--- config.mk ---
export PLATFORM = sky130hd
export DESIGN_NAME = registerFile
export DESIGN_NICKNAME = d
export VERILOG_FILES = /design/src/common/datapathPkg.sv /design/src/logic/registerFile.sv
export VERILOG_INCLUDE_DIRS = /design/src /design/src/common
export SDC_FILE = /design/constraint.sdc
export NUM_CORES = 1
export LEC_CHECK = 0
export BUFFER_PORTS_ARGS = -buffer_cell sky130_fd_sc_hd__buf_2
export CAP_MARGIN = 20
export CORE_MARGIN = 2
export CORE_UTILIZATION = 49
export DETAILED_ROUTE_END_ITERATION = 10
export PLACE_DENSITY = 0.71
export SLEW_MARGIN = 10
export SYNTH_ARGS = -nofsm -noshare
export SYNTH_HDL_FRONTEND = slang
export SYNTH_SLANG_ARGS = --single-unit
--- constraint.sdc ---
create_clock -name clk -period 3.92 [get_ports clk]
set_clock_uncertainty 0.2 [all_clocks]
set_input_delay 0.784 -clock clk [delete_from_list [all_inputs] [get_ports clk]]
set_output_delay 0.784 -clock clk [all_outputs]
set_load 0.01 [all_outputs]
--- src/common/cpuConsts.svh ---
`ifndef CPU_CONSTS_SVH
`define CPU_CONSTS_SVH

////////////////////////////////////////
// Memory geometry
////////////////////////////////////////

// Instruction memory is 1024 words
`define INSTR_ADDR_BITS 10
// Data RAM is 256 words
`define DATA_ADDR_BITS 8
`define REG_COUNT 16

////////////////////////////////////////
// Memory mapped I/O
////////////////////////////////////////

// High byte of the I/O page
`define IO_PAGE 8'hFF
`define IO_IN_ADDR 16'hFF01
`define IO_OUT_ADDR 16'hFF00

`endif

--- src/common/datapathPkg.sv ---
`include "cpuConsts.svh"

package datapathPkg;

	typedef logic [15:0] dataWord;
	typedef logic [3:0] regIndex;
	typedef logic [`DATA_ADDR_BITS-1:0] dataAddr;

	// Bit 2 carry, bit 1 negative, bit 0 zero
	typedef logic [2:0] flagBits;

	// Same order as the first seven opcodes
	typedef enum logic [2:0] {
		aluAdd  = 3'd0,
		aluSub  = 3'd1,
		aluAnd  = 3'd2,
		aluOr   = 3'd3,
		aluXor  = 3'd4,
		aluShl  = 3'd5,
		aluShr  = 3'd6,
		aluPass = 3'd7
	} aluOpType;

	// Register writeback source
	typedef enum logic [1:0] {
		wbAlu       = 2'd0,
		wbImmediate = 2'd1,
		wbMemory    = 2'd2
	} wbSourceType;

endpackage

--- src/logic/registerFile.sv ---
`include "cpuConsts.svh"

module registerFile import datapathPkg::*; (
	input  logic    clk,
	input  logic    rstN,
	input  regIndex readSel1,
	input  regIndex readSel2,
	output dataWord readData1,
	output dataWord readData2,
	input  regIndex destSel,
	input  logic    writeEn,
	input  dataWord writeData
);

	dataWord regs [`REG_COUNT];

	// Asynchronous read ports
	assign readData1 = regs[readSel1];
	assign readData2 = regs[readSel2];

	always_ff @(posedge clk) begin
		if (!rstN) begin
			for (int i = 0; i < `REG_COUNT; i++) begin
				regs[i] <= '0;
			end
		end else if (writeEn) begin
			regs[destSel] <= writeData;
		end
	end

endmodule

==> impl_summary.log <==
[metrics] status: completed
[metrics] leakage power total: 5.371 nW
[metrics] area taken by flip-flops and latches: just under 8000 um^2
[metrics] Final ANT Viol Nets: 0
[metrics] register with the highest flop count: regs
[metrics] number of standard-cell rows in the floorplan: 60
[metrics] endpoints failing hold: 0
[metrics] highest-count cells in the layout ignoring fill and taps: and2_1 (258), edfxtp_1 (256), mux4_2 (128)
[metrics] final setup vio count: 0
[metrics] peak supply drop: around 0.28 mV
[metrics] largest fanout on the critical path: 16
[metrics] most common cell after layout, fill and taps aside: and2_1
[metrics] top metal layer carrying routed signals: met4
[metrics] number of buffers added for setup after CTS: 0
[metrics] Port Buffer Count: 62
[metrics] Hold-fix buffers, CTS: 0
[metrics] area growth from synthesis to layout: 12.96%
[metrics] Slew headroom: 39.25%
[metrics] part of the power in registers: 49.6%
[metrics] XOR/XNOR Fraction of Synth Area: 0%
[metrics] setup repair after global routing missed its margin: false
[metrics] registers with the most flip-flops: regs x256
[metrics] vias per inst: 6.435
[metrics] type of the tightest min-delay check: input pin to flop
[metrics] antenna cell count: 0
[metrics] floorplan die height: 170.2 um
[metrics] Max Cap Violations: 0
[metrics] clock sinks: ~260
[metrics] part of the total power dissipated in combinational logic: 12.1%
[metrics] number of flip-flops under the largest register name: around 260
[metrics] minimum clock period: 3468 ps
[metrics] via total after detailed routing: 8230
[metrics] part of the power in the clock network: 38.4%
[metrics] setup TNS after final layout: 0 ps
[metrics] net switching power: 0.001555 W
[metrics] smallest hold slack: 530.5 ps
[metrics] effective utilization at floorplan: 50.09%
[metrics] clock tree from TritonCTS: yes
[metrics] overall track demand over capacity in global routing: 25.88%
[metrics] met3 layer wire length in the routed design: 3232 um
[metrics] global-route wire length before repair: approximately 54000 um
[metrics] Arr. time, crit path: 2480 ps
[metrics] number of placed I/O pins: 63
[metrics] combinational family with the most area after synthesis: multiplexers
[metrics] count of cells resized by post-cts repair: 0
[metrics] internal power component: 0.004996 W
[metrics] mux share of post-synthesis cell area: a little over a fifth
[metrics] kind of capture point of the worst setup path: output port
[metrics] syn avg cell area: 15.76 um^2
[metrics] crit share post-route: roughly nine tenths
[metrics] slew at the pin closest to its max-slew limit: 910.2 ps
[metrics] gate count of the mapped netlist: 859
[metrics] via count of the first global-routing pass: 8677
[metrics] PwrDens: 428.3 nW/um^2
[metrics] Die Area: 28970 um^2
[metrics] share of cells above drive strength 1: between 30% and 40%
[metrics] Clock H-tree levels: 1
[metrics] Detailed Routing Iterations Pass 1: 5
[metrics] buffers from clock root to sink, at most: 3
[metrics] Final Wtd Congestion: 0.8371
[metrics] post-synthesis instance area: 13540 um^2
[metrics] WP data required: about 2900 ps
[metrics] number of different library cells in the post-synthesis netlist: 23
[metrics] switching share of power: 23.74%
[metrics] maximum achievable frequency: 288.4 MHz
[metrics] largest net degree at the start of global routing: 35
[metrics] synthesized net count: between 800 and 900
[metrics] number of register bits inferred by synthesis: 256
[metrics] startpoint class of the critical path: input pin
[metrics] number of antenna violations at the first check in global routing: 0
[metrics] Yosys Warn Count: 0
[metrics] area inside the core boundary: ~27000 um^2
[metrics] leftover overflow at the end of global routing: 0
[metrics] half-perimeter wire length after detailed placement: 22800 um
[metrics] share of the yosys chip area belonging to registers: between 50% and 60%
[metrics] met2 wirelength from detailed routing: 17790 um
[metrics] length of routed wiring on met1: 13770 um
[metrics] area share of and/or/nand/nor cells after synthesis: 15.36%
[metrics] root buffer cell: clkbuf_16
[metrics] DRC violation count after routing: 0
[metrics] number of fill cells in the layout: between 2000 and 2500
[metrics] clock buffers created by TritonCTS: 28
[metrics] number of design-rule violations left by the first detailed-router iteration: 939
[metrics] total routed wirelength: 35900 um
[metrics] multi-input logic area: 5548 um^2
[metrics] max-slew violation count: 0
[metrics] Worst-path clk slew: 60 ps
[metrics] fraction of the mapped netlist area in compound gates: 3.993%
[metrics] CP Class: input pin to output port
[metrics] final routed wire length divided by cell count: 28.07 um
[metrics] die width: roughly 170 um
[metrics] share of synthesized cell area in full adder, half adder and majority cells: 0%
[metrics] Layout Nets: 950
area by class of cell:
type / instances / share of cell area, %
clock buffer: 35 / 4.893
clock inverter: 14 / 0.7282
timing repair buffer: 106 / 5.040
sequential: 256 / 50.27
multi-input combinational: 527 / 36.28
tap: 341 / 2.790
logic make-up (layout without fill, tap and decap cells):
| kind of cell | count (synthesis) | after routing |
|---|---|---|
| AND/OR/NAND/NOR | 323 | 323 |
| buffers and inverters | 76 | 155 |
| flip-flops | 256 | 256 |
| multiplexers | 128 | 128 |
| AO/OA/AOI/OAI | 76 | 76 |
synthesized netlist by cell type, drive strengths merged:
cell type | n | area share [%]
and2 | 258 | 12
edfxtp | 256 | 57
mux4 | 128 | 21
a22oi | 64 | 3.5
clkbuf | 47 | 1.4
nand2 | 33 | 0.97
buf | 29 | 1.1
nor2 | 14 | 0.79
o21ai | 12 | 0.44
nand2b | 6 | 0.39
nor2b | 4 | 0.18
nor3 | 4 | 0.39
nand4b | 2 | 0.35
nand4 | 1 | 0.16
nand4bb | 1 | 0.20
power by group through the flow:
stage | Sequential, W | Combinational [W] | Clock [W]
after floorplan | 0.00327 | 0.000496 | 0
after global placement | 0.00329 | 0.000781 | 0
after detailed placement | 0.00330 | 0.000789 | 0
after CTS | 0.00324 | 0.000792 | 0.00254
after global routing | 0.00326 | 0.000834 | 0.00263
final | 0.00325 | 0.000791 | 0.00251
through the flow:
stage	cells	instance area (um^2)	power [W]	setup WS [ps]	utilization, %
global placement	1230	14430	0.004068	443.9	53.40
detailed placement	1230	14430	0.004090	439.0	53.40
CTS	1279	15290	0.006575	437.2	56.58
global route	1279	15290	0.006727	309.4	56.58
finish	1279	15290	0.006550	452.0	56.58
floorplan	859	13540	0.003768	919.2	-
metal layers:
| layer | vias up | global-route usage, % |
|---|---|---|
| li1 | 3459 | - |
| met4 | 0 | 8.436 |
| met3 | 82 | 3.977 |
| met1 | 4238 | 34.88 |
| met2 | 451 | 43.51 |
| met5 | - | 0 |
critical path, stage by stage:
cell and delay, ps:
buf_4 240, buf_12 220, buf_4 180, mux4_2 520, a22oi_1 240, nand2_1 120, buf_2 160
worst paths after layout:
check	startpoint	end	slack (ps)	cells past startpoint
worst min-delay path	writeData[14]	regs[9][14]$_SDFFCE_PN0P_	530	2
worst max-delay path	readSel2[0]	readData2[0]	450	7
(Power assumes the default switching activity.)
