## config.mk

```make
export PLATFORM = sky130hd
export DESIGN_NAME = fetchUnit
export DESIGN_NICKNAME = d
export VERILOG_FILES = /design/src/common/isaPkg.sv /design/src/logic/fetchUnit.sv
export VERILOG_INCLUDE_DIRS = /design/src /design/src/common
export SDC_FILE = /design/constraint.sdc
export NUM_CORES = 1
export LEC_CHECK = 0
export BUFFER_PORTS_ARGS = -buffer_cell sky130_fd_sc_hd__buf_2
export CORE_MARGIN = 2
export CORE_UTILIZATION = 45
export CTS_CLUSTER_DIAMETER = 60
export DETAILED_ROUTE_END_ITERATION = 8
export GPL_TIMING_DRIVEN = 0
export PLACE_DENSITY = 0.69
export SLEW_MARGIN = 20
export SYNTH_ARGS = -nofsm -noshare
export SYNTH_HDL_FRONTEND = slang
export SYNTH_SLANG_ARGS = --single-unit
```

## constraint.sdc

```tcl
create_clock -name clk -period 3.2 [get_ports clk]
set_input_delay 0.64 -clock clk [delete_from_list [all_inputs] [get_ports clk]]
set_output_delay 0.64 -clock clk [all_outputs]
set_load 0.005 [all_outputs]
```

## src/common/cpuConsts.svh

```systemverilog
`ifndef CPU_CONSTS_SVH
`define CPU_CONSTS_SVH

////////////////////////////////////////
// Memory geometry
////////////////////////////////////////

// Instruction memory is 1024 words
`define INSTR_ADDR_BITS 10
// Data RAM is 256 words
`define DATA_ADDR_BITS 8
`define REG_COUNT 16

////////////////////////////////////////
// Memory mapped I/O
////////////////////////////////////////

// High byte of the I/O page
`define IO_PAGE 8'hFF
`define IO_IN_ADDR 16'hFF01
`define IO_OUT_ADDR 16'hFF00

`endif

```

## src/common/isaPkg.sv

```systemverilog
`include "cpuConsts.svh"

package isaPkg;

	// Full instruction word
	typedef logic [17:0] instrWord;

	typedef logic [`INSTR_ADDR_BITS-1:0] instrAddr;

	// Immediate field, also the branch target field
	typedef logic [9:0] imm10;

	// Opcode in bits 17..14
	typedef enum logic [3:0] {
		ADD  = 4'd0,
		SUB  = 4'd1,
		AND  = 4'd2,
		OR   = 4'd3,
		XOR  = 4'd4,
		SHL  = 4'd5,
		SHR  = 4'd6,
		ADDI = 4'd7,
		LDI  = 4'd8,
		LD   = 4'd9,
		ST   = 4'd10,
		BR   = 4'd11,
		CALL = 4'd12,
		RET  = 4'd13,
		HALT = 4'd14,
		NOP  = 4'd15
	} opcode;

	// Branch condition in bits 13..12
	typedef enum logic [1:0] {
		condAlways  = 2'd0,
		condZero    = 2'd1,
		condNotZero = 2'd2,
		condCarry   = 2'd3
	} branchCond;

endpackage

```

## src/logic/fetchUnit.sv

```systemverilog
module fetchUnit import isaPkg::*; (
	input  logic     clk,
	input  logic     rstN,
	input  logic     hold,
	input  logic     jumpEn,
	input  logic     callEn,
	input  logic     retEn,
	input  instrAddr jumpTarget,
	output instrAddr pc
);

	instrAddr pcNext;
	instrAddr pcPlusOne;
	// One-deep return stack
	instrAddr returnAddr;

	assign pcPlusOne = pc + 1'b1;

	always_comb begin
		if (hold) begin
			pcNext = pc;
		end else if (retEn) begin
			pcNext = returnAddr;
		end else if (jumpEn || callEn) begin
			pcNext = jumpTarget;
		end else begin
			pcNext = pcPlusOne;
		end
	end

	always_ff @(posedge clk) begin
		if (!rstN) begin
			pc <= '0;
			returnAddr <= '0;
		end else begin
			pc <= pcNext;
			if (callEn) begin
				returnAddr <= pcPlusOne;
			end
		end
	end

	callRetExclusive: assert property (@(posedge clk) disable iff (!rstN)
		!(callEn && retEn));

endmodule

```

==> impl_metrics.tcl <==
set metrics [dict create \
    rsz0062_at_grt "false" \
    p_leak_uw 0.0004777 \
    clockBufferDepth 2 \
    hold_buffers 0 \
    post-cts-setup-buffers 0 \
    root_buffer "clkbuf_4" \
    via_per_inst 5.796 \
    cts_tree "built" \
    syn-num-nets 147 \
    fp-row-count 17 \
    slew_headroom_pct 64.23 \
    final_cell_area_um2 1245 \
    r2r_slack_ns 1.17 \
    start_util_pct 47.62 \
    critPathMaxStageDelay_ns 0.51 \
    grt_max_degree 12 \
    status "finished, final reports clean" \
    cts_htree_levels 1 \
    holdWs_ns 0.4992 \
    hold_depth 2 \
    grt_overflow_total 0 \
    routed_wl_um 2795 \
    seq_area_frac_synth_pct 38.00 \
    numCtsBuffers 3 \
    first_global_vias 1011 \
    cp-end-kind "flop" \
    critPathLaunchType "flop" \
    core_um2 2212 \
    hold_class "flop to flop" \
    timing.rr.start "pc[0]" \
    fin_crit_sh_pct 63.44 \
    grtUsageTotal_pct 24.06 \
    syn_avg_cell_area_um2 8.104 \
    fin_crit_ns 2.030 \
    syn2layout_area_growth_pct 18.17 \
    synth_seq_cells 20 \
    fmax_mhz 492.6 \
    critical_path_class "flop to flop" \
    syn_inst 130 \
    skew_ns 0.008999 \
    finalWeightedCongestion 0.8526 \
    clock_latency_ns 0.31 \
    final_util_pct 56.28 \
    clk_pin_slew_ns 0.12 \
    path_cells "ha_1 -> nand2_1 -> or4_4 -> a311o_1 -> a221oi_2" \
    postCtsResizedCells 0 \
    setup_viol 0 \
    min_from "returnAddr[6]" \
    slowest_stage "or4_4" \
    min_to "returnAddr[6]" \
    yosysUniqueCellTypes 33 \
    portBuffers 24 \
    antenna_found_initial 0 \
    fin_nets 176 \
    syn-cell-area_um2 1054 \
    fin_setup_tns_ns 0 \
    clock_sink_count 20 \
    die_h_um 52.39 \
    worstPathRequired_ns 3.43 \
    avgRoutedWirePerCell_um 15.03 \
    num_vias 1078 \
    ys_warn_count 0 \
    drt_iter0_markers 28 \
    diodes 0 \
    dieArea_um2 2744 \
    grt_pass1_wl_um 4788 \
    cp.arrival_ns 2.26 \
    rr_endpoint "pc[8]" \
    drive_gt1_share_pct 22.78 \
    placed_area_um2 1209 \
    dp_hpwl_um 2016 \
    maxCapViolations 0 \
    worst_pin_slew_ns 0.5366 \
    die_x_um 52.39 \
    power_density_nw_per_um2 428.6 \
    worstRegToRegCells 5 \
    antenna_left 0 \
    critPathMaxFanout 6 \
    slew_violations 0 \
    drc 0 \
    hold_violations 0 \
    io_pins 26 \
    dr.pass1.iters 4 \
    peakVddDrop_v 0.0002132 \
]
critical path: cells and delay by family (launching register included):
kind	cells	cell delay, ns
adder cells (fa/ha/maj)	1	0.24
AO/OA/AOI/OAI	2	0.64
AND/OR/NAND/NOR	2	0.65
flip-flops	1	0.44
cell families after synthesis:
| kind of cell | after synthesis | share of synthesized area, % |
|---|---|---|
| fa+ha+maj | 1 | 1.187 |
| flops | 20 | 38.00 |
| compound gates | 44 | 27.32 |
| xor+xnor | 6 | 4.988 |
| buf+inv | 13 | 4.631 |
| mux | 4 | 4.038 |
| simple gates | 42 | 19.84 |
stage by stage:
step	total power [µW]	setup slack [ns]	cells
final	533.5	1.170	186
after global routing	567.9	1.110	186
after CTS	536.0	1.206	186
after detailed placement	385.4	1.179	182
after global placement	382.3	1.224	182
after floorplan	347.4	1.356	130
metal layers:
| layer | wire length (µm) | vias up | GRT usage, % |
|---|---|---|---|
| li1 | - | 534 | - |
| met1 | 1258 | 495 | 32.21 |
| met2 | 1301 | 43 | 38.54 |
| met3 | 186 | 6 | 3.714 |
| met4 | 48 | 0 | 9.402 |
| met5 | 0 | - | 0 |
cell type report:
| type | count | area (µm²) |
|---|---|---|
| plain buffers | 9 | 33.78 |
| clock buffers | 4 | 36.28 |
| fillers | 212 | 967.2 |
| inverters | 4 | 15.01 |
| multi-input cells | 97 | 604.3 |
| flip-flops and latches | 20 | 400.4 |
| well taps | 28 | 35.03 |
| repair buffers | 24 | 120.1 |
cells in the final DEF, fill, tap and decap left out, drive strengths merged:
cell type	Yosys	final
nor2b	1	1
nand3	4	4
a211o	3	3
nand2b	1	1
nand2	9	9
xnor2	4	4
xor2	2	2
or3	1	1
mux2	2	2
nor2	17	17
ha	1	1
dfxtp	20	20
or4b	1	1
a31oi	1	1
buf	1	25
a221oi	1	1
nor4	5	5
a311oi	1	1
o221a	1	1
a311o	2	2
a211oi	6	6
mux2i	2	2
o21ai	12	12
a21oi	13	13
inv	4	4
nor3	2	2
o211ai	3	3
o31ai	1	1
or4	1	1
clkbuf	8	12
how the worst max path moves through the flow:
| stage | endpoint | start | cells after the start | slack (ns) |
|---|---|---|---|---|
| after CTS | pc[8] | pc[0] | 5 | 1.21 |
| after floorplan | pc[8] | pc[0] | 5 | 1.36 |
| after global routing | pc[8] | pc[0] | 5 | 1.11 |
| final | pc[8] | pc[0] | 5 | 1.17 |
| after detailed placement | returnAddr[8] | callEn | 5 | 1.18 |
| after global placement | returnAddr[8] | callEn | 5 | 1.22 |
registers in the layout (all words and copies together) (netlist names):
register    cells
pc             10
returnAddr     10
cell usage after synthesis (all sizes together):
library cell	instances	area (µm²)
a211o	3	26.28
a211oi	6	45.04
a21oi	13	65.06
a221oi	1	15.01
a311o	2	20.02
a311oi	1	8.760
a31oi	1	6.260
buf	1	3.750
clkbuf	8	30.03
dfxtp	20	400.4
ha	1	12.51
inv	4	15.01
mux2	2	22.52
mux2i	2	20.02
nand2	9	36.29
nand2b	1	6.260
nand3	4	20.02
nor2	17	71.32
nor2b	1	6.260
nor3	2	10.01
nor4	5	31.28
o211ai	3	22.52
o21ai	12	60.05
o221a	1	11.26
o31ai	1	7.510
or3	1	6.260
or4	1	11.26
or4b	1	10.01
xnor2	4	35.03
xor2	2	17.52
power by group:
part / leakage (µW) / internal, µW / switching (µW)
logic: 0.000291 / 42.9 / 53.5
clock network: 0.0000210 / 69.5 / 83.8
registers: 0.000165 / 267 / 16.9
Note: power is estimated with default switching activity, not from simulation.
