## src/common/cpuConsts.svh

```systemverilog
`ifndef CPU_CONSTS_SVH
`define CPU_CONSTS_SVH

////////////////////////////////////////
// Memory geometry
////////////////////////////////////////

// Instruction memory is 1024 words
`define INSTR_ADDR_BITS 10
// Data RAM is 256 words
`define DATA_ADDR_BITS 8
`define REG_COUNT 16

////////////////////////////////////////
// Memory mapped I/O
////////////////////////////////////////

// High byte of the I/O page
`define IO_PAGE 8'hFF
`define IO_IN_ADDR 16'hFF01
`define IO_OUT_ADDR 16'hFF00

`endif

```

## src/common/datapathPkg.sv

```systemverilog
`include "cpuConsts.svh"

package datapathPkg;

	typedef logic [15:0] dataWord;
	typedef logic [3:0] regIndex;
	typedef logic [`DATA_ADDR_BITS-1:0] dataAddr;

	// Bit 2 carry, bit 1 negative, bit 0 zero
	typedef logic [2:0] flagBits;

	// Same order as the first seven opcodes
	typedef enum logic [2:0] {
		aluAdd  = 3'd0,
		aluSub  = 3'd1,
		aluAnd  = 3'd2,
		aluOr   = 3'd3,
		aluXor  = 3'd4,
		aluShl  = 3'd5,
		aluShr  = 3'd6,
		aluPass = 3'd7
	} aluOpType;

	// Register writeback source
	typedef enum logic [1:0] {
		wbAlu       = 2'd0,
		wbImmediate = 2'd1,
		wbMemory    = 2'd2
	} wbSourceType;

endpackage

```

## src/memory/memoryController.sv

```systemverilog
`include "cpuConsts.svh"

module memoryController import datapathPkg::*; (
	input  logic    clk,
	input  logic    rstN,
	input  dataWord accessAddr,
	input  dataWord writeData,
	input  logic    memRead,
	input  logic    memWrite,
	input  dataWord ramReadData,
	input  dataWord inValue,
	output dataAddr ramAddr,
	output dataWord ramWriteData,
	output logic    ramWriteEn,
	output dataWord readData,
	output dataWord outValue,
	output logic    outStrobe
);

	logic inIoPage;
	logic isOutAddr;
	logic isInAddr;
	// Source of the read in flight
	logic pendingIo;
	logic pendingIn;

	assign inIoPage = (accessAddr[15:8] == `IO_PAGE);
	assign isOutAddr = (accessAddr == `IO_OUT_ADDR);
	assign isInAddr = (accessAddr == `IO_IN_ADDR);

	// The I/O page never reaches the RAM
	assign ramAddr = accessAddr[`DATA_ADDR_BITS-1:0];
	assign ramWriteData = writeData;
	assign ramWriteEn = memWrite && !inIoPage;

	always_ff @(posedge clk) begin
		if (!rstN) begin
			pendingIo <= 1'b0;
			pendingIn <= 1'b0;
		end else if (memRead) begin
			pendingIo <= inIoPage;
			pendingIn <= isInAddr;
		end
	end

	// Unmapped I/O words read as zero
	always_comb begin
		if (pendingIn) begin
			readData = inValue;
		end else if (pendingIo) begin
			readData = '0;
		end else begin
			readData = ramReadData;
		end
	end

	////////////////////////////////////////
	// Output register
	////////////////////////////////////////

	always_ff @(posedge clk) begin
		if (!rstN) begin
			outStrobe <= 1'b0;
		end else begin
			outStrobe <= memWrite && isOutAddr;
		end
	end

	always_ff @(posedge clk) begin
		if (memWrite && isOutAddr) begin
			outValue <= writeData;
		end
	end

	readWriteExclusive: assert property (@(posedge clk) disable iff (!rstN)
		!(memRead && memWrite));

endmodule

```

## config.mk

```make
export PLATFORM = sky130hd
export DESIGN_NAME = memoryController
export DESIGN_NICKNAME = d
export VERILOG_FILES = /design/src/common/datapathPkg.sv /design/src/memory/memoryController.sv
export VERILOG_INCLUDE_DIRS = /design/src /design/src/common
export SDC_FILE = /design/constraint.sdc
export NUM_CORES = 1
export LEC_CHECK = 0
export BUFFER_PORTS_ARGS = -buffer_cell sky130_fd_sc_hd__buf_2
export CAP_MARGIN = 20
export CELL_PAD_IN_SITES_DETAIL_PLACEMENT = 1
export CELL_PAD_IN_SITES_GLOBAL_PLACEMENT = 2
export CORE_MARGIN = 2
export CORE_UTILIZATION = 17
export DETAILED_ROUTE_END_ITERATION = 8
export GPL_TIMING_DRIVEN = 1
export PLACE_DENSITY = 0.88
export SYNTH_ARGS = -nofsm -noshare
export SYNTH_HDL_FRONTEND = slang
export SYNTH_SLANG_ARGS = --single-unit
```

## constraint.sdc

```tcl
create_clock -name clk -period 7.1 [get_ports clk]
set_input_delay 0.71 -clock clk [delete_from_list [all_inputs] [get_ports clk]]
set_output_delay 0.71 -clock clk [all_outputs]
set_load 0.01 [all_outputs]
```

==> flow_summary.json <==
{
  "routed_wl_um": 3010,
  "buffer_ports.inserted": 125,
  "crit_chain": "nor2_1, a22o_1, buf_2",
  "post_synth_instance_area_um2": 1003,
  "r2r_setup_slack_ns": 6.11,
  "grt_max_degree": 19,
  "synth_nets": 149,
  "synth_adder_area_share_pct": 0,
  "achievable-frequency_ghz": 0.3688,
  "power_frac_clock_pct": 30.4,
  "simple_gate_fraction_of_synth_area_pct": 10.72,
  "chipHeight_um": 80.83,
  "initial_utilization_pct": 17.89,
  "peakVddDrop_mv": 0.05058,
  "postSynthRegisterBits": 19,
  "route.vias.total": 997,
  "top_library_cells_by_usage_in_the_layout_fill_and_taps_aside": "125 x sky130_fd_sc_hd__buf_2, 16 x sky130_fd_sc_hd__a22o_1, 16 x sky130_fd_sc_hd__edfxtp_1",
  "min_period_over_period_pct": 38.19,
  "dp.final_hpwl_um": 2624,
  "root_buffer": "sky130_fd_sc_hd__clkbuf_8",
  "area_growth_pct": 57.98,
  "comb_power_share_pct": 19.0,
  "path_max_fanout": 18,
  "hold_slack_ns": 0.5940,
  "min-delay-start": "pendingIo",
  "grt_first_pass_wirelength_um": 4181,
  "worstReg2RegEnd": "pendingIn",
  "drt.antenna.violating_nets": 0,
  "netSwitchingPower_uw": 53.91,
  "initial_drc_count": 15,
  "worst_ep_arrival_time_ns": 2.00,
  "mostFrequentLayoutCell": "sky130_fd_sc_hd__buf_2",
  "cts-root-to-sink-buffers": 2,
  "fp.dieArea_um2": 6533,
  "cts.repair_timing.setup_buffer_count": 0,
  "power.share.switching_pct": 22.62,
  "cp_slowest_cell": "sky130_fd_sc_hd__nor2_1",
  "timing.hold.worst.class": "flip-flop to flip-flop",
  "synthMuxAreaShare_pct": 0,
  "power_density_nw_per_um2": 150.4,
  "setup-violations-final": 0,
  "layout.core_utilization_pct": 28.27,
  "clock_insertion_delay_worst_skew_ns": 0.25,
  "cp.required_ns": 6.39,
  "cts.reportedPaths.clkPinSlew_ns": 0.07,
  "tritoncts": "built",
  "cell_types_occupying_the_most_area_after_synthesis": "sky130_fd_sc_hd__edfxtp_1 48%, sky130_fd_sc_hd__buf_4 18%, sky130_fd_sc_hd__a22o_1 14%, sky130_fd_sc_hd__dfxtp_1 6.0%, sky130_fd_sc_hd__nand4_4 2.1%",
  "tightestPinTransition_ns": 1.036,
  "synth_sequential_area_ratio_pct": 53.87,
  "num_rows": 27,
  "firstDrtPassIters": 4,
  "core_region_area_um2": 5608,
  "layout.nets": 253,
  "run_status": "complete, no violations",
  "numCtsBuffers": 3,
  "antenna_found_initial": 0,
  "min_path_cells": 2,
  "final.min_clock_period_ns": 2.711,
  "h-tree-depth": 1,
  "die_width_um": 80.83,
  "netlist-cell-type-count": 19,
  "final.setup_skew_ns": 0,
  "avgRoutedWirePerCell_um": 11.76,
  "finalMaxSlewViolations": 0,
  "dp_cells": 251,
  "postCtsHoldBufs": 0,
  "slew_headroom_pct": 30.69,
  "setup_repair_after_global_routing_missed_its_margin": "no",
  "reg2reg_depth": 2,
  "top_level_ports": 126,
  "routed_via_density": 3.895,
  "number_of_global_route_vias_before_repair": 945,
  "post_synthesis_xor_xnor_area_fraction_pct": 0,
  "synth_compound_gate_area_share_pct": 15.21,
  "gpl.final_weighted_congestion": 0.6825,
  "grt-ovfl-total": 0,
  "globalRouteTotalUtil_pct": 8.089,
  "antenna_cells_inserted": 0,
  "final_layout_size_suffix_gt1_share_pct": 72.83,
  "min_to": "pendingIo",
  "drc": 0,
  "largest_family_of_logic_cells_by_synthesized_area": "buffers and inverters",
  "final_hold_viol_count": 0,
  "rr_startpoint": "pendingIn",
  "endpoint_kind": "output pin",
  "p_int_uw": 184.5,
  "synth_largest_type_area_fraction_pct": 47.88,
  "post_synth_inst_count": 81,
  "total_leakage_power_nw": 0.8236,
  "synth_top_area_cell": "sky130_fd_sc_hd__edfxtp_1",
  "numClockSinks": 19,
  "sequential_fraction_of_design_power_pct": 50.6,
  "cts-resized-gates": 0,
  "yosysWarningCount": 0,
  "syn_avg_cell_area_um2": 12.39,
  "setup.worst_path.start": "pendingIn",
  "max_cap_viol_count": 0,
  "tns_ns": 0,
  "crit_type": "flip-flop to output pin",
  "crit_path_start_kind": "flip-flop",
  "critical-path-max-stage-delay_ns": 0.88,
  "final-instance-count-excl-fill": 256
}
[worst max-delay path by stage]
| stage | endpoint | slack (ns) | depth (start not counted) |
|---|---|---|---|
| detailed placement | outValue[9] | 3.84 | 4 |
| global placement | outValue[13] | 3.91 | 4 |
| CTS | outValue[9] | 4.11 | 4 |
| global route | readData[9] | 4.19 | 3 |
| floorplan | outValue[0] | 4.26 | 3 |
| finish | readData[5] | 4.39 | 3 |
[power groups by stage]
stage          registers [mW]  clock network [mW]  logic, mW
6_report                0.121              0.0724     0.0453
5_1_grt                 0.121              0.0814     0.0499
4_1_cts                 0.121              0.0766     0.0461
3_5_place_dp            0.123                   0     0.0460
3_3_place_gp            0.123                   0     0.0452
2_1_floorplan           0.123                   0     0.0230
[worst max-delay path, delay by kind of cell, from the launching register on]
family | cells | cell delay (ns)
AND/OR/NAND/NOR | 1 | 0.88
flip-flops | 1 | 0.50
AO/OA/AOI/OAI | 1 | 0.23
buffers and inverters | 1 | 0.13
[kinds of logic after synthesis]
logic type             Yosys count
buffers and inverters           30
AND/OR/NAND/NOR                 14
AO/OA/AOI/OAI                   18
flip-flops                      19
[sequential cells by signal (all words and copies together) (netlist names)]
register and flops:
outStrobe 1, outValue 16, pendingIn 1, pendingIo 1
[layout make-up]
type	instances	area (um2)
flip-flops and latches	19	540.5
clock inverters	1	5.005
inverters	3	11.26
clock buffers	3	41.29
multi-input cells	32	260.3
well taps	72	90.09
repair buffers	126	636.9
fillers	697	4023
[metrics by stage]
stage               instance area, um2  power (mW)  setup WS, ns
finish                            1585      0.2384         4.389
global route                      1585      0.2517         4.189
CTS                               1574      0.2433         4.115
detailed placement                1528      0.1691         3.837
global placement                  1528      0.1683         3.911
floorplan                         1003      0.1462         4.259
[Yosys cell counts (all sizes together)]
cell    number
nor3         2
nor4         1
or3          1
o21a         1
nand3        2
a22o        16
nor2         3
nand4        2
or4          2
buf         24
inv          3
o21ai        1
clkbuf       3
edfxtp      16
dfxtp        3
nor2b        1
[per-layer routing]
metal | GRT usage (%) | wire length [um] | part of all wire (%) | vias to the layer above
li1 | - | - | - | 485
met1 | 8.707 | 1086 | 36 | 453
met2 | 15.62 | 1667 | 55 | 57
met3 | 1.222 | 228 | 7.6 | 2
met4 | 3.220 | 27 | 0.90 | 0
met5 | 0 | 0 | 0 | -
Note: power is estimated with default switching activity, not from simulation.
