`config.mk`:
```
export PLATFORM = sky130hd
export DESIGN_NAME = executeUnit
export DESIGN_NICKNAME = d
export VERILOG_FILES = /design/src/common/datapathPkg.sv /design/src/logic/executeUnit.sv
export VERILOG_INCLUDE_DIRS = /design/src /design/src/common
export SDC_FILE = /design/constraint.sdc
export NUM_CORES = 1
export LEC_CHECK = 0
export BUFFER_PORTS_ARGS = -buffer_cell sky130_fd_sc_hd__buf_4
export CAP_MARGIN = 5
export CORE_MARGIN = 2
export CORE_UTILIZATION = 50
export DETAILED_ROUTE_END_ITERATION = 16
export GPL_ROUTABILITY_DRIVEN = 1
export PLACE_DENSITY = 0.71
export SLEW_MARGIN = 20
export SYNTH_ARGS = -nofsm -noshare
export SYNTH_HDL_FRONTEND = slang
export SYNTH_SLANG_ARGS = --single-unit
export TNS_END_PERCENT = 1
```
`constraint.sdc`:
```
create_clock -name clk -period 4.7 [get_ports clk]
set_input_delay 0.235 -clock clk [delete_from_list [all_inputs] [get_ports clk]]
set_output_delay 0.235 -clock clk [all_outputs]
set_load 0.03 [all_outputs]
```
`src/common/cpuConsts.svh`:
```
`ifndef CPU_CONSTS_SVH
`define CPU_CONSTS_SVH

////////////////////////////////////////
// Memory geometry
////////////////////////////////////////

// Instruction memory is 1024 words
`define INSTR_ADDR_BITS 10
// Data RAM is 256 words
`define DATA_ADDR_BITS 8
`define REG_COUNT 16

////////////////////////////////////////
// Memory mapped I/O
////////////////////////////////////////

// High byte of the I/O page
`define IO_PAGE 8'hFF
`define IO_IN_ADDR 16'hFF01
`define IO_OUT_ADDR 16'hFF00

`endif

```
`src/common/datapathPkg.sv`:
```
`include "cpuConsts.svh"

package datapathPkg;

	typedef logic [15:0] dataWord;
	typedef logic [3:0] regIndex;
	typedef logic [`DATA_ADDR_BITS-1:0] dataAddr;

	// Bit 2 carry, bit 1 negative, bit 0 zero
	typedef logic [2:0] flagBits;

	// Same order as the first seven opcodes
	typedef enum logic [2:0] {
		aluAdd  = 3'd0,
		aluSub  = 3'd1,
		aluAnd  = 3'd2,
		aluOr   = 3'd3,
		aluXor  = 3'd4,
		aluShl  = 3'd5,
		aluShr  = 3'd6,
		aluPass = 3'd7
	} aluOpType;

	// Register writeback source
	typedef enum logic [1:0] {
		wbAlu       = 2'd0,
		wbImmediate = 2'd1,
		wbMemory    = 2'd2
	} wbSourceType;

endpackage

```
`src/logic/executeUnit.sv`:
```
module executeUnit import datapathPkg::*; (
	input  logic     clk,
	input  logic     rstN,
	input  dataWord  a,
	input  dataWord  b,
	input  aluOpType aluOp,
	input  logic     flagWrite,
	output dataWord  result,
	output flagBits  flags
);

	logic        carryNext;
	logic [16:0] sum;

	always_comb begin
		carryNext = 1'b0;
		sum = '0;
		unique case (aluOp)
			aluAdd: begin
				sum = {1'b0, a} + {1'b0, b};
				result = sum[15:0];
				carryNext = sum[16];
			end
			aluSub: begin
				result = a - b;
				// Borrow
				carryNext = (a < b);
			end
			aluAnd: result = a & b;
			aluOr:  result = a | b;
			aluXor: result = a ^ b;
			// Shift amount is the low nibble only
			aluShl: result = a << b[3:0];
			aluShr: result = a >> b[3:0];
			aluPass: result = b;
		endcase
	end

	////////////////////////////////////////
	// Flag register
	////////////////////////////////////////

	always_ff @(posedge clk) begin
		if (!rstN) begin
			flags <= '0;
		end else if (flagWrite) begin
			flags <= {carryNext, result[15], result == '0};
		end
	end

endmodule

```
==> results_dict.tcl, run 1 <==
set metrics [dict create \
    setup_violations 0 \
    grt_pass1_vias 4531 \
    grt_pass1_wl_mm 25.0 \
    final.setup.tns_ns 0 \
    powerDensity_mw_per_mm2 152 \
    synth_edf_count 0 \
    grt_overflow 0 \
    ys_seq_area_share_pct 1.42 \
    gp_congestion 1.04 \
    reg_top3 "flags x3" \
    diodes 0 \
    min_period_ns 4.01 \
    syn_nets 675 \
    fp.dieH_um 95.9 \
    path_cells "buf_4 > inv_1 > ha_1 > o21bai_1 > a2111oi_0 > mux2i_1 > xnor2_1 > a2111o_1 > nand4bb_1 > or4_1 > or4_1 > o31ai_2" \
    cts_root_buf "clkbuf_8" \
    synth-seq-cells 3 \
    path_class "primary input to flop" \
    synth.avg_cell_area_um2 7.21 \
    ant_nets 0 \
    async_flop_share_pct 0 \
    start_kind "primary input" \
    port_buffers 56 \
    vias 4920 \
    holdWs_ns 0.309 \
    hold_class "primary input to flop" \
    status "complete, no violations" \
    yosysWarnings 0 \
    drive_gt1_share_pct 17.3 \
    totalWireLength_mm 16.5 \
    clock_latency_ns 0.21 \
    leakage_nw 2.04 \
    largest_reg_flops 3 \
    coreArea_mm2 0.00822 \
    hpwl_mm 12.7 \
    regMostFlops "flags" \
    fin_crit_sh_pct 85.4 \
    tightest_slew_ns 1.11 \
    rsz0062_at_grt "no" \
    cts.repair.resized 0 \
    arrival_ns 4.14 \
    dr.pass1.iters 5 \
    cts_buffers 3 \
    cts_max_path_buffers 2 \
    drt_iter0_drc 476 \
    cp.required_ns 4.83 \
    worst_path_most_repeated_cell "or4_1" \
    pre_cts_ws_ns 0.541 \
    ys.flop_type "dfxtp_1" \
    die-area_mm2 0.00920 \
    ir_drop_v 0.0000842 \
    tritoncts "yes" \
    antenna_found_initial 0 \
    die_w_um 95.9 \
    io_pins 57 \
    slew_violations 0 \
    drc_errors 0 \
    synthToLayoutAreaGrowth_pct 9.84 \
    cts.sinks 3 \
    start_util_pct 51.4 \
    setup_slack_ns 0.686 \
    htree_num_levels 1 \
    clk_pin_slew_ns 0.03 \
    viasPerCell 6.90 \
    synth_cells 586 \
    final-hold-violation-count 0 \
    finalClockSkew_ns 0 \
    slew_headroom_pct 25.9 \
    cap_violations 0 \
    netlist_area_mm2 0.00422 \
    wl_per_cell_um 23.1 \
    max_stage_delay_ns 0.82 \
    crit_fanout 24 \
    ys_types 74 \
    grt_max_degree 38 \
    cp-end-kind "flop" \
    grt_usage_pct 35.7 \
    hold_buffers 0 \
    post-cts-setup-buffers 0 \
    fmax_mhz 249 \
    slowest_stage "a2111oi_0" \
    nets 698 \
    final_util_pct 56.4 \
    placementRows 33 \
]
==> synthesized netlist by cell type (all sizes together) (11+ instances only) <==
cell type	n	area [um^2]
ha	49	613
a22oi	13	97.6
o21ai	37	185
nand2	48	180
nor2	52	198
nand3	18	90.1
inv	46	173
nor3	19	95.1
buf	26	166
o211ai	15	113
clkbuf	20	75.1
nor2b	12	75.1
a22o	11	96.3
mux2i	19	190
mux4	19	428
a21oi	32	160
==> per-layer routing <==
layer | wire, um | up-vias | GRT usage (%)
li1 | - | 2240 | -
met1 | 6950 | 2336 | 49.6
met2 | 7350 | 299 | 57.1
met3 | 1530 | 45 | 4.54
met4 | 650 | 0 | 12.3
met5 | 0 | - | 0
==> worst max-delay path, delay by kind of cell <==
family                   cells  cell delay, ns
XOR/XNOR                     1            0.21
buffers and inverters        2            0.44
adder cells (fa/ha/maj)      1            0.35
AO/OA/AOI/OAI                4            1.57
multiplexers                 1            0.20
AND/OR/NAND/NOR              3            1.14
==> logic make-up after synthesis <==
logic type / synth area share, %
simple gates: 23.1
xor+xnor: 2.90
flops: 1.42
buf+inv: 10.1
compound gates: 30.0
mux: 17.0
fa+ha+maj: 15.5
==> cell type report <==
class                   count  area [um^2]
multi-input cells         488         3740
inverters                  49          184
clock buffers               4         45.0
well taps                 105          131
fillers                   825         3580
flip-flops and latches      3         60.1
repair buffers             64          480
==> cell usage in the layout, fill, tap and decap left out, types with 8 or more instances in the layout <==
master | Yosys | final
nand2_1 | 48 | 48
mux2_2 | 9 | 9
inv_1 | 46 | 46
a22o_1 | 11 | 11
o211ai_1 | 15 | 15
o21ai_0 | 36 | 36
ha_1 | 49 | 49
or3_1 | 8 | 8
nor2_1 | 51 | 51
xnor2_1 | 9 | 9
a22oi_1 | 13 | 13
a21oi_1 | 32 | 32
a211oi_1 | 10 | 10
buf_4 | 1 | 64
mux4_2 | 19 | 19
mux2i_1 | 19 | 19
nand3_1 | 18 | 18
nor2b_1 | 12 | 12
nor3_1 | 19 | 19
==> final timing paths <==
kind | cells after the start | slack, ns | startpoint | to
worst max-delay path | 12 | 0.69 | b[1] | flags[0]
worst min register to register | 2 | 0.48 | flags[2] | flags[2]
worst min-delay path | 3 | 0.31 | rstN | flags[0]
worst max register to register | 2 | 4.02 | flags[1] | flags[1]
==> report_power, final <==
| group | leakage, nW | total [mW] | internal, mW | switching [mW] |
|---|---|---|---|---|
| combinational | 1.99 | 0.607 | 0.232 | 0.375 |
| clock | 0.0228 | 0.0733 | 0.0577 | 0.0155 |
| sequential | 0.0245 | 0.0271 | 0.0267 | 0.000419 |
| total | 2.04 | 0.707 | 0.316 | 0.391 |
==> per-stage QoR <==
stage	std cells	cell area [um^2]	power (mW)
after floorplan	586	4220	0.427
after global placement	709	4590	0.613
after detailed placement	709	4590	0.616
after CTS	713	4640	0.693
after global routing	713	4640	0.751
final	713	4640	0.707
Power figures use the tool's default switching activity.
==> run 2, diff against run 1 <==
Settings changed: ABC_AREA set to 1, PLACE_DENSITY 0.71 to 0.7.
==> results_dict.tcl, run 2 <==
set metrics [dict create \
    synth-seq-cells 3 \
    cap_violations 0 \
    hpwl_mm 13.8 \
    start_util_pct 51.8 \
    grt_max_degree 40 \
    hold_class "primary input to flop" \
    largest_reg_flops 3 \
    hold_buffers 0 \
    yosysMostFrequentCell "nand2_1" \
    ant_nets 0 \
    die_w_um 99.0 \
    min_period_ns 2.89 \
    max_stage_delay_ns 0.48 \
    yosys-top-cells-area "nand2_1 23%, nand3_1 19%, ha_1 14%" \
    port_buffers 56 \
    cts.sinks 3 \
    async_flop_share_pct 0 \
    layout_common_cells "278 x nand2_1, 168 x nand3_1, 117 x nor2_1, 117 x inv_1, 56 x buf_4" \
    synthToLayoutAreaGrowth_pct 8.04 \
    final.setup.tns_ns 0 \
    ys.flop_type "dfxtp_1" \
    r2r_setup_slack_ns 4.06 \
    yosysWarnings 0 \
    path_buf_inv 4 \
    final_cell_area_mm2 0.00488 \
    synth_common_cells "278 x nand2_1, 168 x nand3_1, 117 x inv_1, 117 x nor2_1, 49 x ha_1" \
    cp.required_ns 4.47 \
    powerDensity_mw_per_mm2 144 \
    synth_edf_count 0 \
    drc_errors 0 \
    io_pins 57 \
    post-cts-setup-buffers 0 \
    tightest_slew_ns 0.833 \
    fmax_mhz 345 \
    cp.depth 14 \
    final_common_cell "nand2_1" \
    totalWireLength_mm 17.0 \
    clock_latency_ns 0.22 \
    worst_path_most_repeated_cell "nand3_1" \
    grt_pass1_vias 5349 \
    netlist_area_mm2 0.00451 \
    synth.avg_cell_area_um2 4.98 \
    vias 5985 \
    final-hold-violation-count 0 \
    slew_headroom_pct 44.3 \
    ys_types 34 \
    placedInstanceArea_mm2 0.00483 \
    viasPerCell 5.77 \
    regMostFlops "flags" \
    fin_crit_sh_pct 61.6 \
    cp-end-kind "output port" \
    arrival_ns 2.66 \
    path_class "primary input to output port" \
    crit_family "buffers and inverters" \
    drive_gt1_share_pct 9.25 \
    cts.repair.resized 0 \
    slew_violations 0 \
    die-area_mm2 0.00980 \
    leakage_nw 2.78 \
    cts_buffers 3 \
    cts_max_path_buffers 2 \
    r2r-start "flags[0]" \
    n_fill_cell 967 \
    ir_drop_v 0.0000794 \
    drt_iter0_drc 546 \
    tritoncts "yes" \
    reg_top3 "flags x3" \
    yosys.area.top_type "nand2_1" \
    path_cells "buf_4 > inv_2 > ha_1 > inv_1 > nand2_1 > nand2_1 > nand3_1 > nand2_1 > nand3_1 > nand3_1 > nand2_1 > nand3_1 > nand3_1 > buf_4" \
    reg2regPathDepth 4 \
    startpoint "b[2]" \
    slowest_stage "inv_2" \
    r2r-end "flags[0]" \
    start_kind "primary input" \
    dr.pass1.iters 6 \
    critPathCapture "result[14]" \
    nets 1020 \
    finalClockSkew_ns 0 \
    clk_pin_slew_ns 0.03 \
    gp_congestion 1.06 \
    crit_fanout 38 \
    synth_cells 906 \
    diodes 0 \
    grt_pass1_wl_mm 27.3 \
    grt_usage_pct 34.5 \
    post-synth-top-area-fraction_pct 23.1 \
    syn_nets 995 \
    cts_root_buf "clkbuf_8" \
    setup_violations 0 \
    rsz0062_at_grt "no" \
    htree_num_levels 1 \
    fp.dieH_um 99.0 \
    ys_seq_area_share_pct 1.33 \
    status "complete, no violations" \
    coreArea_mm2 0.00872 \
    grt_overflow 0 \
    antenna_found_initial 0 \
    placementRows 34 \
    wl_per_cell_um 16.4 \
]
==> run 2: cell count changes after synthesis, moves of 14 or more <==
cell and change:
clkbuf_1 -19, mux2i_1 -19, inv_1 +71, nor2_1 +66
nand3_1 +150, mux4_2 -19, nand2_1 +230, o211ai_1 -14
o21ai_0 -15, nand4_1 +15
==> run 2: kinds of logic after synthesis <==
family          Yosys count  share of synthesized area, %
compound gates           74                          8.87
fa+ha+maj                51                          14.5
buf+inv                 161                          15.8
flops                     3                          1.33
simple gates            617                          59.6
==> run 2: how the worst min path moves through the flow <==
stage / start / endpoint / slack (ns) / depth (start not counted)
2_1_floorplan: rstN / flags[2] / 0.37 / 2
3_3_place_gp: flags[2] / flags[2] / 0.46 / 2
3_5_place_dp: flags[2] / flags[2] / 0.46 / 2
4_1_cts: rstN / flags[0] / 0.28 / 3
5_1_grt: rstN / flags[1] / 0.32 / 3
6_report: rstN / flags[1] / 0.28 / 3
==> run 2: routing by layer <==
layer | up-vias | routed length (um) | track usage [%]
li1 | 2953 | - | -
met1 | 2654 | 7000 | 46.7
met2 | 336 | 7470 | 56.8
met3 | 42 | 1910 | 5.89
met4 | 0 | 596 | 8.96
met5 | - | 0 | 0
==> run 2: area by class of cell <==
class                   instances  area [um^2]  share of cell area (%)
multi-input cells             742         3740                    76.7
well taps                     108          135                    2.77
repair buffers                 56          420                    8.62
flip-flops and latches          3         60.1                    1.23
clock buffers                   4         45.0                   0.924
inverters                     125          474                    9.72
==> run 2: power by group <==
part           switching [mW]  leakage, nW  internal (mW)  total (mW)
clock network          0.0195       0.0228         0.0581      0.0776
registers            0.000564       0.0245         0.0267      0.0272
logic                   0.409         2.73          0.187       0.596
total                   0.429         2.78          0.272       0.701
==> run 2: worst min-delay path: cells and delay by family <==
family | cells | cell delay [ns]
AO/OA/AOI/OAI | 1 | 0.06
buffers and inverters | 1 | 0.11
AND/OR/NAND/NOR | 1 | 0.04
==> run 2: per-stage QoR <==
| step | utilization, % | worst slack [ns] | hold slack [ns] | cells | total power [mW] |
|---|---|---|---|---|---|
| final | 55.9 | 1.81 | 0.282 | 1038 | 0.701 |
| after global routing | 55.9 | 1.57 | 0.316 | 1038 | 0.765 |
| after CTS | 55.9 | 1.88 | 0.280 | 1038 | 0.684 |
| after detailed placement | 55.4 | 1.83 | 0.461 | 1034 | 0.606 |
| after global placement | 55.4 | 1.86 | 0.461 | 1034 | 0.606 |
| after floorplan | - | 2.18 | 0.367 | 906 | 0.436 |
