**src/common/cpuConsts.svh**
```systemverilog
`ifndef CPU_CONSTS_SVH
`define CPU_CONSTS_SVH

////////////////////////////////////////
// Memory geometry
////////////////////////////////////////

// Instruction memory is 1024 words
`define INSTR_ADDR_BITS 10
// Data RAM is 256 words
`define DATA_ADDR_BITS 8
`define REG_COUNT 16

////////////////////////////////////////
// Memory mapped I/O
////////////////////////////////////////

// High byte of the I/O page
`define IO_PAGE 8'hFF
`define IO_IN_ADDR 16'hFF01
`define IO_OUT_ADDR 16'hFF00

`endif

```
**src/common/isaPkg.sv**
```systemverilog
`include "cpuConsts.svh"

package isaPkg;

	// Full instruction word
	typedef logic [17:0] instrWord;

	typedef logic [`INSTR_ADDR_BITS-1:0] instrAddr;

	// Immediate field, also the branch target field
	typedef logic [9:0] imm10;

	// Opcode in bits 17..14
	typedef enum logic [3:0] {
		ADD  = 4'd0,
		SUB  = 4'd1,
		AND  = 4'd2,
		OR   = 4'd3,
		XOR  = 4'd4,
		SHL  = 4'd5,
		SHR  = 4'd6,
		ADDI = 4'd7,
		LDI  = 4'd8,
		LD   = 4'd9,
		ST   = 4'd10,
		BR   = 4'd11,
		CALL = 4'd12,
		RET  = 4'd13,
		HALT = 4'd14,
		NOP  = 4'd15
	} opcode;

	// Branch condition in bits 13..12
	typedef enum logic [1:0] {
		condAlways  = 2'd0,
		condZero    = 2'd1,
		condNotZero = 2'd2,
		condCarry   = 2'd3
	} branchCond;

endpackage

```
**src/common/datapathPkg.sv**
```systemverilog
`include "cpuConsts.svh"

package datapathPkg;

	typedef logic [15:0] dataWord;
	typedef logic [3:0] regIndex;
	typedef logic [`DATA_ADDR_BITS-1:0] dataAddr;

	// Bit 2 carry, bit 1 negative, bit 0 zero
	typedef logic [2:0] flagBits;

	// Same order as the first seven opcodes
	typedef enum logic [2:0] {
		aluAdd  = 3'd0,
		aluSub  = 3'd1,
		aluAnd  = 3'd2,
		aluOr   = 3'd3,
		aluXor  = 3'd4,
		aluShl  = 3'd5,
		aluShr  = 3'd6,
		aluPass = 3'd7
	} aluOpType;

	// Register writeback source
	typedef enum logic [1:0] {
		wbAlu       = 2'd0,
		wbImmediate = 2'd1,
		wbMemory    = 2'd2
	} wbSourceType;

endpackage

```
**src/control/controlUnit.sv**
```systemverilog
module controlUnit import isaPkg::*, datapathPkg::*; (
	input  logic        clk,
	input  logic        rstN,
	input  instrWord    instr,
	input  flagBits     flags,
	output regIndex     readSel1,
	output regIndex     readSel2,
	output regIndex     destSel,
	output logic        regWriteEn,
	output wbSourceType wbSource,
	output dataWord     immediate,
	output aluOpType    aluOp,
	output logic        flagWrite,
	output logic        memRead,
	output logic        memWrite,
	output logic        hold,
	output logic        jumpEn,
	output logic        callEn,
	output logic        retEn,
	output instrAddr    jumpTarget,
	output logic        halted
);

	typedef enum logic [1:0] {run, loadWait, stopped} ctrlState;

	ctrlState  state;
	ctrlState  nextState;
	opcode     op;
	branchCond cond;
	imm10      immField;
	logic      condMet;

	////////////////////////////////////////
	// Field decode
	////////////////////////////////////////

	assign op = opcode'(instr[17:14]);
	assign cond = branchCond'(instr[13:12]);
	assign immField = instr[9:0];
	assign jumpTarget = instr[9:0];
	assign destSel = instr[13:10];

	// ADDI reads its own destination as the first operand
	assign readSel1 = (op == ADDI) ? instr[13:10] : instr[9:6];
	assign readSel2 = instr[5:2];

	// Sign extend for ADDI, zero extend for LDI
	assign immediate = (op == ADDI) ? {{6{immField[9]}}, immField} : {6'b0, immField};

	assign halted = (state == stopped);

	always_comb begin
		unique case (cond)
			condAlways:  condMet = 1'b1;
			condZero:    condMet = flags[0];
			condNotZero: condMet = !flags[0];
			condCarry:   condMet = flags[2];
		endcase
	end

	always_comb begin
		unique case (op)
			ADD, ADDI: aluOp = aluAdd;
			SUB:       aluOp = aluSub;
			AND:       aluOp = aluAnd;
			OR:        aluOp = aluOr;
			XOR:       aluOp = aluXor;
			SHL:       aluOp = aluShl;
			SHR:       aluOp = aluShr;
			default:   aluOp = aluPass;
		endcase
	end

	////////////////////////////////////////
	// Sequencing
	////////////////////////////////////////

	always_comb begin
		nextState = state;
		regWriteEn = 1'b0;
		wbSource = wbAlu;
		flagWrite = 1'b0;
		memRead = 1'b0;
		memWrite = 1'b0;
		hold = 1'b0;
		jumpEn = 1'b0;
		callEn = 1'b0;
		retEn = 1'b0;
		unique case (state)
			run: begin
				unique case (op)
					ADD, SUB, AND, OR, XOR, SHL, SHR, ADDI: begin
						regWriteEn = 1'b1;
						flagWrite = 1'b1;
					end
					LDI: begin
						regWriteEn = 1'b1;
						wbSource = wbImmediate;
					end
					LD: begin
						// Issue the read, keep the pc for one more cycle
						memRead = 1'b1;
						hold = 1'b1;
						nextState = loadWait;
					end
					ST:   memWrite = 1'b1;
					BR:   jumpEn = condMet;
					CALL: callEn = 1'b1;
					RET:  retEn = 1'b1;
					HALT: begin
						hold = 1'b1;
						nextState = stopped;
					end
					NOP: ;
				endcase
			end
			loadWait: begin
				// RAM data is valid now
				regWriteEn = 1'b1;
				wbSource = wbMemory;
				nextState = run;
			end
			stopped: hold = 1'b1;
			default: nextState = run;
		endcase
	end

	always_ff @(posedge clk) begin
		if (!rstN) begin
			state <= run;
		end else begin
			state <= nextState;
		end
	end

	// Halt is sticky and nothing is written after it
	noWriteWhenStopped: assert property (@(posedge clk) disable iff (!rstN)
		halted |=> halted && !regWriteEn);

endmodule

```
**config.mk**
```make
export PLATFORM = sky130hd
export DESIGN_NAME = controlUnit
export DESIGN_NICKNAME = d
export VERILOG_FILES = /design/src/common/isaPkg.sv /design/src/common/datapathPkg.sv /design/src/control/controlUnit.sv
export VERILOG_INCLUDE_DIRS = /design/src /design/src/common
export SDC_FILE = /design/constraint.sdc
export NUM_CORES = 1
export LEC_CHECK = 0
export BUFFER_PORTS_ARGS = -buffer_cell sky130_fd_sc_hd__buf_2
export CORE_UTILIZATION = 31
export DETAILED_ROUTE_END_ITERATION = 10
export GPL_TIMING_DRIVEN = 0
export PLACE_DENSITY = 0.88
export SLEW_MARGIN = 25
export SYNTH_ARGS = -nofsm -noshare
export SYNTH_HDL_FRONTEND = slang
export SYNTH_SLANG_ARGS = --single-unit
```
**constraint.sdc**
```tcl
create_clock -name clk -period 1.6 [get_ports clk]
set_input_delay 0.16 -clock clk [delete_from_list [all_inputs] [get_ports clk]]
set_output_delay 0.16 -clock clk [all_outputs]
set_load 0.005 [all_outputs]
```
==> results.yml, run 1 <==
run_status:
  outcome: "completed"
synth:
  synth_edf_count: 0
  muxShareOfSynthArea_pct: 9.38
  yosys_warnings: 0
  synth.avg_cell_area_um2: 7.34
  synth_flop_cell: "dfxtp_1"
  synth_xor_xnor_area_share_pct: 0
  syn-instance-count: 80
  synth-adder-area-share_pct: 0
  synth-simple-area-share_pct: 27.9
  synth_nets: 103
  ys_types: 25
  ys_seq_area_share_pct: 6.82
  synth_area_um2: 587
  synth_compound_area_share_pct: 7.46
  synth_top_family_by_area: "buffers and inverters"
  ys_seq_elements: 2
  async_flop_share_pct: 0
critical_path:
  reg2reg_slack_ps: 390
  critPathSlowestCell: "or4b_4"
  crit_path_end_kind: "output port"
  cp.arrival_ps: 1430
  startpoint: "state[0]$_SDFFE_PN0P_"
  crit_type: "register to output port"
  critical_path.top_delay_family: "simple AND/OR/NAND/NOR gates"
  r2r-end: "state[0]$_SDFFE_PN0P_"
  cp.buffers_inverters: 1
  cp.depth: 3
  cpPeakStageDelay_ps: 560
  crit_chain: "or4b_4 > nor3b_2 > buf_2"
  worstPathRequired_ps: 1440
  timing.rr.start: "state[0]$_SDFFE_PN0P_"
  crit_fanout: 4
  start_kind: "register"
  ff2ff_path_depth: 3
  critPathCapture: "memWrite"
min_path:
  min_path_type: "input port to register"
  hold_depth: 2
grt:
  grt_pass1_vias: 644
  antenna_found_initial: 0
  grt_max_degree: 11
  grt_pass1_wl_um: 2580
  grt_overflow: 0
  grt_use_total_pct: 17.2
drt:
  drt-total-wl_um: 1780
  drtIter0Drc: 9
  vias: 748
  final_antenna_net_count: 0
  viasPerCell: 4.30
  drc: 0
  dr.pass1.iters: 4
  wl_per_cell_um: 10.2
power:
  switching_share_pct: 30.9
  p_int_mw: 0.256
  combPwrFrac_pct: 55.9
  p_seq_share_pct: 13.5
  clkPwrFrac_pct: 30.6
  p_sw_mw: 0.115
  pwr_density_cell_nw_per_um2: 373
  vdd_drop_max_v: 0.000213
  leakagePower_nw: 0.601
cells_and_area:
  regMostFlops: "state"
  nFillCells: 168
  drive_above_1_share_pct: 77.9
  multi_input_area_um2: 278
  stdcell_area_um2: 992
  largest_reg_flops: 2
  area_growth_pct: 69.1
  reg_top3: "state (2)"
  seqCellArea_um2: 47.5
  n_antenna_cell: 0
  finalNetCount: 174
floorplanning:
  die_area_um2: 2070
  core_area_um2: 1750
  initial_core_util_pct: 33.6
  die_w_um: 45.5
  pin_count: 75
  die_h_um: 45.5
  rows: 15
sta:
  worst_slew_pin_slew_ps: 388
  fin_skew_ps: 1.09
  slew_headroom_pct: 74.1
  rsz0062_at_grt: "yes"
  max_clock_freq_mhz: 630
  slew_viol_final: 0
  period_minus_slack_ps: 1590
  fin_setup_tns_ps: 0
  finalSetupViolCount: 0
  min_period_over_period_pct: 99.2
  finalHoldViolations: 0
clocking:
  clock_sinks: 2
  tritoncts: "done"
  cts-root-buf: "clkbuf_4"
  clk_pin_slew_ps: 30
  cts_buffers: 3
  htree_levels: 1
  insertion_delay_ps: 230
  cts.path.max_buffers: 2
placement:
  gp_congestion: 0.740
  port_buffers: 65
  postPlaceCellArea_um2: 943
  hpwl_um: 1460
run:
  maxCapViolCount: 0
## cell type report
type,count,share of cell area [%]
Timing Repair Buffer,67,34.3
Multi-Input combinational cell,38,28.0
Buffer,37,26.7
Sequential cell,2,4.79
Tap cell,25,3.15
Clock buffer,3,2.27
Inverter,2,0.757
## stage by stage
stage | utilization [%] | power [mW] | cells | worst slack [ps] | hold slack, ps
final | 56.8 | 0.371 | 174 | 12.4 | 162
after global placement | 54.1 | 0.249 | 170 | 134 | 379
after detailed placement | 54.1 | 0.256 | 170 | 116 | 394
after floorplan | - | 0.169 | 80 | 237 | 282
after global routing | 56.8 | 0.401 | 174 | -11.4 | 166
after CTS | 56.6 | 0.376 | 174 | -7.56 | 155
## worst min-delay path by stage
| stage | start | endpoint |
|---|---|---|
| after floorplan | rstN | state[0]$_SDFFE_PN0P_ |
| after global routing | rstN | state[0]$_SDFFE_PN0P_ |
| after detailed placement | rstN | state[0]$_SDFFE_PN0P_ |
| after CTS | rstN | state[0]$_SDFFE_PN0P_ |
| final | rstN | state[0]$_SDFFE_PN0P_ |
| after global placement | rstN | state[0]$_SDFFE_PN0P_ |
## synth_stat cells, types with 2 or more instances
library cell / n / area share, %
dfxtp_1: 2 / 6.8
mux2_2: 4 / 7.7
nor3_1: 4 / 3.4
nand4b_1: 2 / 3.0
inv_1: 2 / 1.3
buf_4: 33 / 42
buf_2: 2 / 1.7
nand2_1: 4 / 2.6
a21o_1: 3 / 3.8
nand2b_1: 2 / 2.1
a21oi_1: 2 / 1.7
clkbuf_1: 2 / 1.3
nor2_1: 4 / 2.6
nor3b_1: 3 / 3.8
## metal layers
metal | routed length, um | share of wire, % | GRT usage, %
met5 | 0 | 0 | 0
met4 | 0 | 0 | 6.67
met3 | 109 | 6.1 | 3.17
met2 | 1060 | 59 | 36.9
met1 | 615 | 35 | 14.7
## kinds of logic after synthesis
group           count (synthesis)
compound gates                  7
buf+inv                        40
flops                           2
mux                             5
simple gates                   26
## layout by cell type (no fill, tap or decap)
master | synthesis | routed
nor3b_2 | 0 | 1
and2_1 | 1 | 1
nor2b_1 | 1 | 1
mux2_2 | 4 | 4
nand4b_1 | 2 | 2
a31oi_1 | 1 | 1
nand2_1 | 4 | 4
buf_4 | 33 | 35
or4b_4 | 1 | 1
o21ai_0 | 1 | 1
and3b_1 | 1 | 1
a21oi_1 | 2 | 2
dfxtp_4 | 0 | 2
nor3_2 | 0 | 2
mux2i_1 | 1 | 1
buf_2 | 2 | 67
clkbuf_1 | 2 | 2
nor3b_1 | 3 | 2
nor2_1 | 4 | 4
clkbuf_4 | 0 | 3
nor3_1 | 4 | 2
nor4_1 | 1 | 1
nor4b_1 | 1 | 1
a21o_1 | 3 | 3
inv_1 | 2 | 2
nand2b_1 | 2 | 2
nor2_4 | 1 | 1
## power by group through the flow
stage | Combinational [mW] | Clock (mW) | Sequential, mW
after floorplan | 0.115 | 0 | 0.0536
after global placement | 0.195 | 0 | 0.0539
after detailed placement | 0.202 | 0 | 0.0541
after CTS | 0.207 | 0.119 | 0.0499
after global routing | 0.226 | 0.125 | 0.0500
final | 0.207 | 0.114 | 0.0499
## timing repair
action	in CTS	in global routing
endpoints found under the setup margin	4	2
hold buffers	0	0
pin swaps	2	2
gates resized for setup	6	1
buffers inserted	2	0
No activity file was read; power rests on OpenSTA's default activity.
==> run 2, diff against run 1 <==
ABC_AREA = 1   (was unset)
CORE_UTILIZATION = 32   (was 31)
SLEW_MARGIN = unset   (was 25)
==> run 2 against run 1 <==
Net effect: critical path depth up 3; total power up 1.1%; critical path type unchanged; fmax up 13%; synthesized cell count up 23%; routed wire length down 4.7%; combinational power up 2%; clock-buffer cell count unchanged; largest power group unchanged; first-iteration DRC count unchanged.
==> results.yml, run 2 <==
drt:
  drt-total-wl_um: 1700
  drtIter0Drc: 9
  drc: 0
  viasPerCell: 4.10
  vias: 791
  final_antenna_net_count: 0
  dr.pass1.iters: 4
  wl_per_cell_um: 8.80
clocking:
  cts_resized: 0
  insertion_delay_ps: 220
  clk_pin_slew_ps: 30
  cts_buffers: 3
  clock_sinks: 2
  cts-root-buf: "clkbuf_4"
  htree_levels: 1
  tritoncts: "done"
  cts_hold_buffers: 0
  cts_setup_buffers: 0
  cts.path.max_buffers: 2
critical_path:
  cp.depth: 6
  timing.rr.start: "state[0]$_SDFFE_PN0P_"
  critPathCapture: "memWrite"
  path_common_cell: "inv_1"
  critPathSlowestCell: "dfxtp_1"
  ff2ff_path_depth: 5
  cp.buffers_inverters: 3
  worstPathRequired_ps: 1440
  startpoint: "state[0]$_SDFFE_PN0P_"
  cpPeakStageDelay_ps: 300
  critical_path.top_delay_family: "buffers and inverters"
  cp.arrival_ps: 1250
  crit_path_end_kind: "output port"
  crit_chain: "inv_1 > nand2_1 > inv_1 > nand2_2 > nor3_2 > buf_2"
  reg2reg_slack_ps: 640
  r2r-end: "state[0]$_SDFFE_PN0P_"
  start_kind: "register"
  crit_fanout: 5
  crit_type: "register to output port"
run_status:
  outcome: "completed"
floorplanning:
  die_h_um: 45.8
  die_area_um2: 2100
  die_w_um: 45.8
  core_area_um2: 1760
  pin_count: 75
  rows: 15
  initial_core_util_pct: 34.8
power:
  leakagePower_nw: 0.656
  total_power_mw: 0.375
  vdd_drop_max_v: 0.000245
  pwr_density_cell_nw_per_um2: 373
placement:
  postPlaceCellArea_um2: 981
  place_inst: 190
  port_buffers: 67
  gp_congestion: 0.804
  hpwl_um: 1520
synth:
  synth.avg_cell_area_um2: 6.27
  yosysMostFrequentCell: "buf_4"
  synth_edf_count: 0
  ys_seq_elements: 2
  synth_area_um2: 614
  async_flop_share_pct: 0
  ys_seq_area_share_pct: 6.52
  yosys_warnings: 0
  netlist.area_leader.share_pct: 40.3
  ys_types: 21
  synth_nets: 121
  synth_top_cell_by_area: "buf_4"
  syn-instance-count: 98
  synth_flop_cell: "dfxtp_1"
  synth_area_leaders: "buf_4 (40%), inv_1 (9.2%), dfxtp_1 (6.5%), nor2_1 (6.1%), nor3_2 (4.9%)"
  ys_top_cells_by_count: "buf_4 (33), inv_1 (15), nor2_1 (10), nand2_1 (8), nand3_1 (4)"
sta:
  max_clock_freq_mhz: 710
  worst_slew_pin_slew_ps: 351
  finalSetupViolCount: 0
  fin_setup_tns_ps: 0
  finalHoldViolations: 0
  rsz0062_at_grt: "no"
  fin_skew_ps: 0.812
  period_minus_slack_ps: 1410
  min_period_over_period_pct: 88.1
  slew_viol_final: 0
  hold_slack_ps: 187
  slew_headroom_pct: 76.5
min_path:
  min_path_type: "input port to register"
grt:
  grt_pass1_wl_um: 2490
  grt_overflow: 0
  antenna_found_initial: 0
  grt_max_degree: 10
  grt_pass1_vias: 656
  grt_use_total_pct: 15.9
cells_and_area:
  regMostFlops: "state"
  n_antenna_cell: 0
  final_cell_count_no_fill: 193
  final_common_cell: "buf_2"
  area_growth_pct: 63.3
  layout_common_cells: "buf_2 (67), buf_4 (33), inv_1 (15)"
  largest_reg_flops: 2
  drive_above_1_share_pct: 71.4
  finalNetCount: 193
  stdcell_area_um2: 1000
  reg_top3: "state (2)"
run:
  maxCapViolCount: 0
run 2: layout make-up:
class / count / area (um^2)
plain buffers: 33 / 248
clock buffers: 3 / 22.5
fillers: 183 / 761
inverters: 19 / 72.6
multi-input cells: 44 / 254
flip-flops and latches: 2 / 40.0
well taps: 25 / 31.3
repair buffers: 67 / 335
run 2: power breakdown:
group,switching [mW],leakage (nW),internal (mW)
Sequential,0.00107,0.0162,0.0516
Clock,0.0281,0.0138,0.0827
Combinational,0.0941,0.626,0.117
run 2: stage by stage:
stage	util (%)	setup WS, ps
3_5_place_dp	55.6	213
5_1_grt	56.9	68.6
3_3_place_gp	55.6	273
6_report	56.9	191
4_1_cts	56.9	178
2_1_floorplan	-	541
run 2: cell families (layout without fill, tap and decap cells):
family / count (synthesis) / count (layout) / synth area share, %
buffers and inverters: 52 / 122 / 52.1
AND/OR/NAND/NOR: 34 / 34 / 31.6
AO/OA/AOI/OAI: 10 / 10 / 9.78
flip-flops: 2 / 2 / 6.52
run 2: metal layers:
metal / wire length (um) / vias to the layer above / global-route usage, %
li1: - / 410 / -
met3: 226 / 0 / 3.57
met1: 587 / 329 / 13.3
met5: 0 / - / 0
met4: 0 / 0 / 5.29
met2: 885 / 52 / 34.6
run 2: how the worst min path moves through the flow:
stage	start	endpoint	slack (ps)	depth (start not counted)
floorplan	rstN	state[1]$_SDFFE_PN0P_	320	2
global placement	rstN	state[1]$_SDFFE_PN0P_	410	3
detailed placement	rstN	state[1]$_SDFFE_PN0P_	420	3
CTS	rstN	state[1]$_SDFFE_PN0P_	180	3
global route	rstN	state[1]$_SDFFE_PN0P_	200	3
finish	rstN	state[1]$_SDFFE_PN0P_	190	3
run 2: worst reg2reg max path, cell delays in order, from the launching register on:
cell and delay (ps):
dfxtp_1 300, inv_1 130, nand2_1 160, inv_1 120, nand2_2 80, nor3_2 100
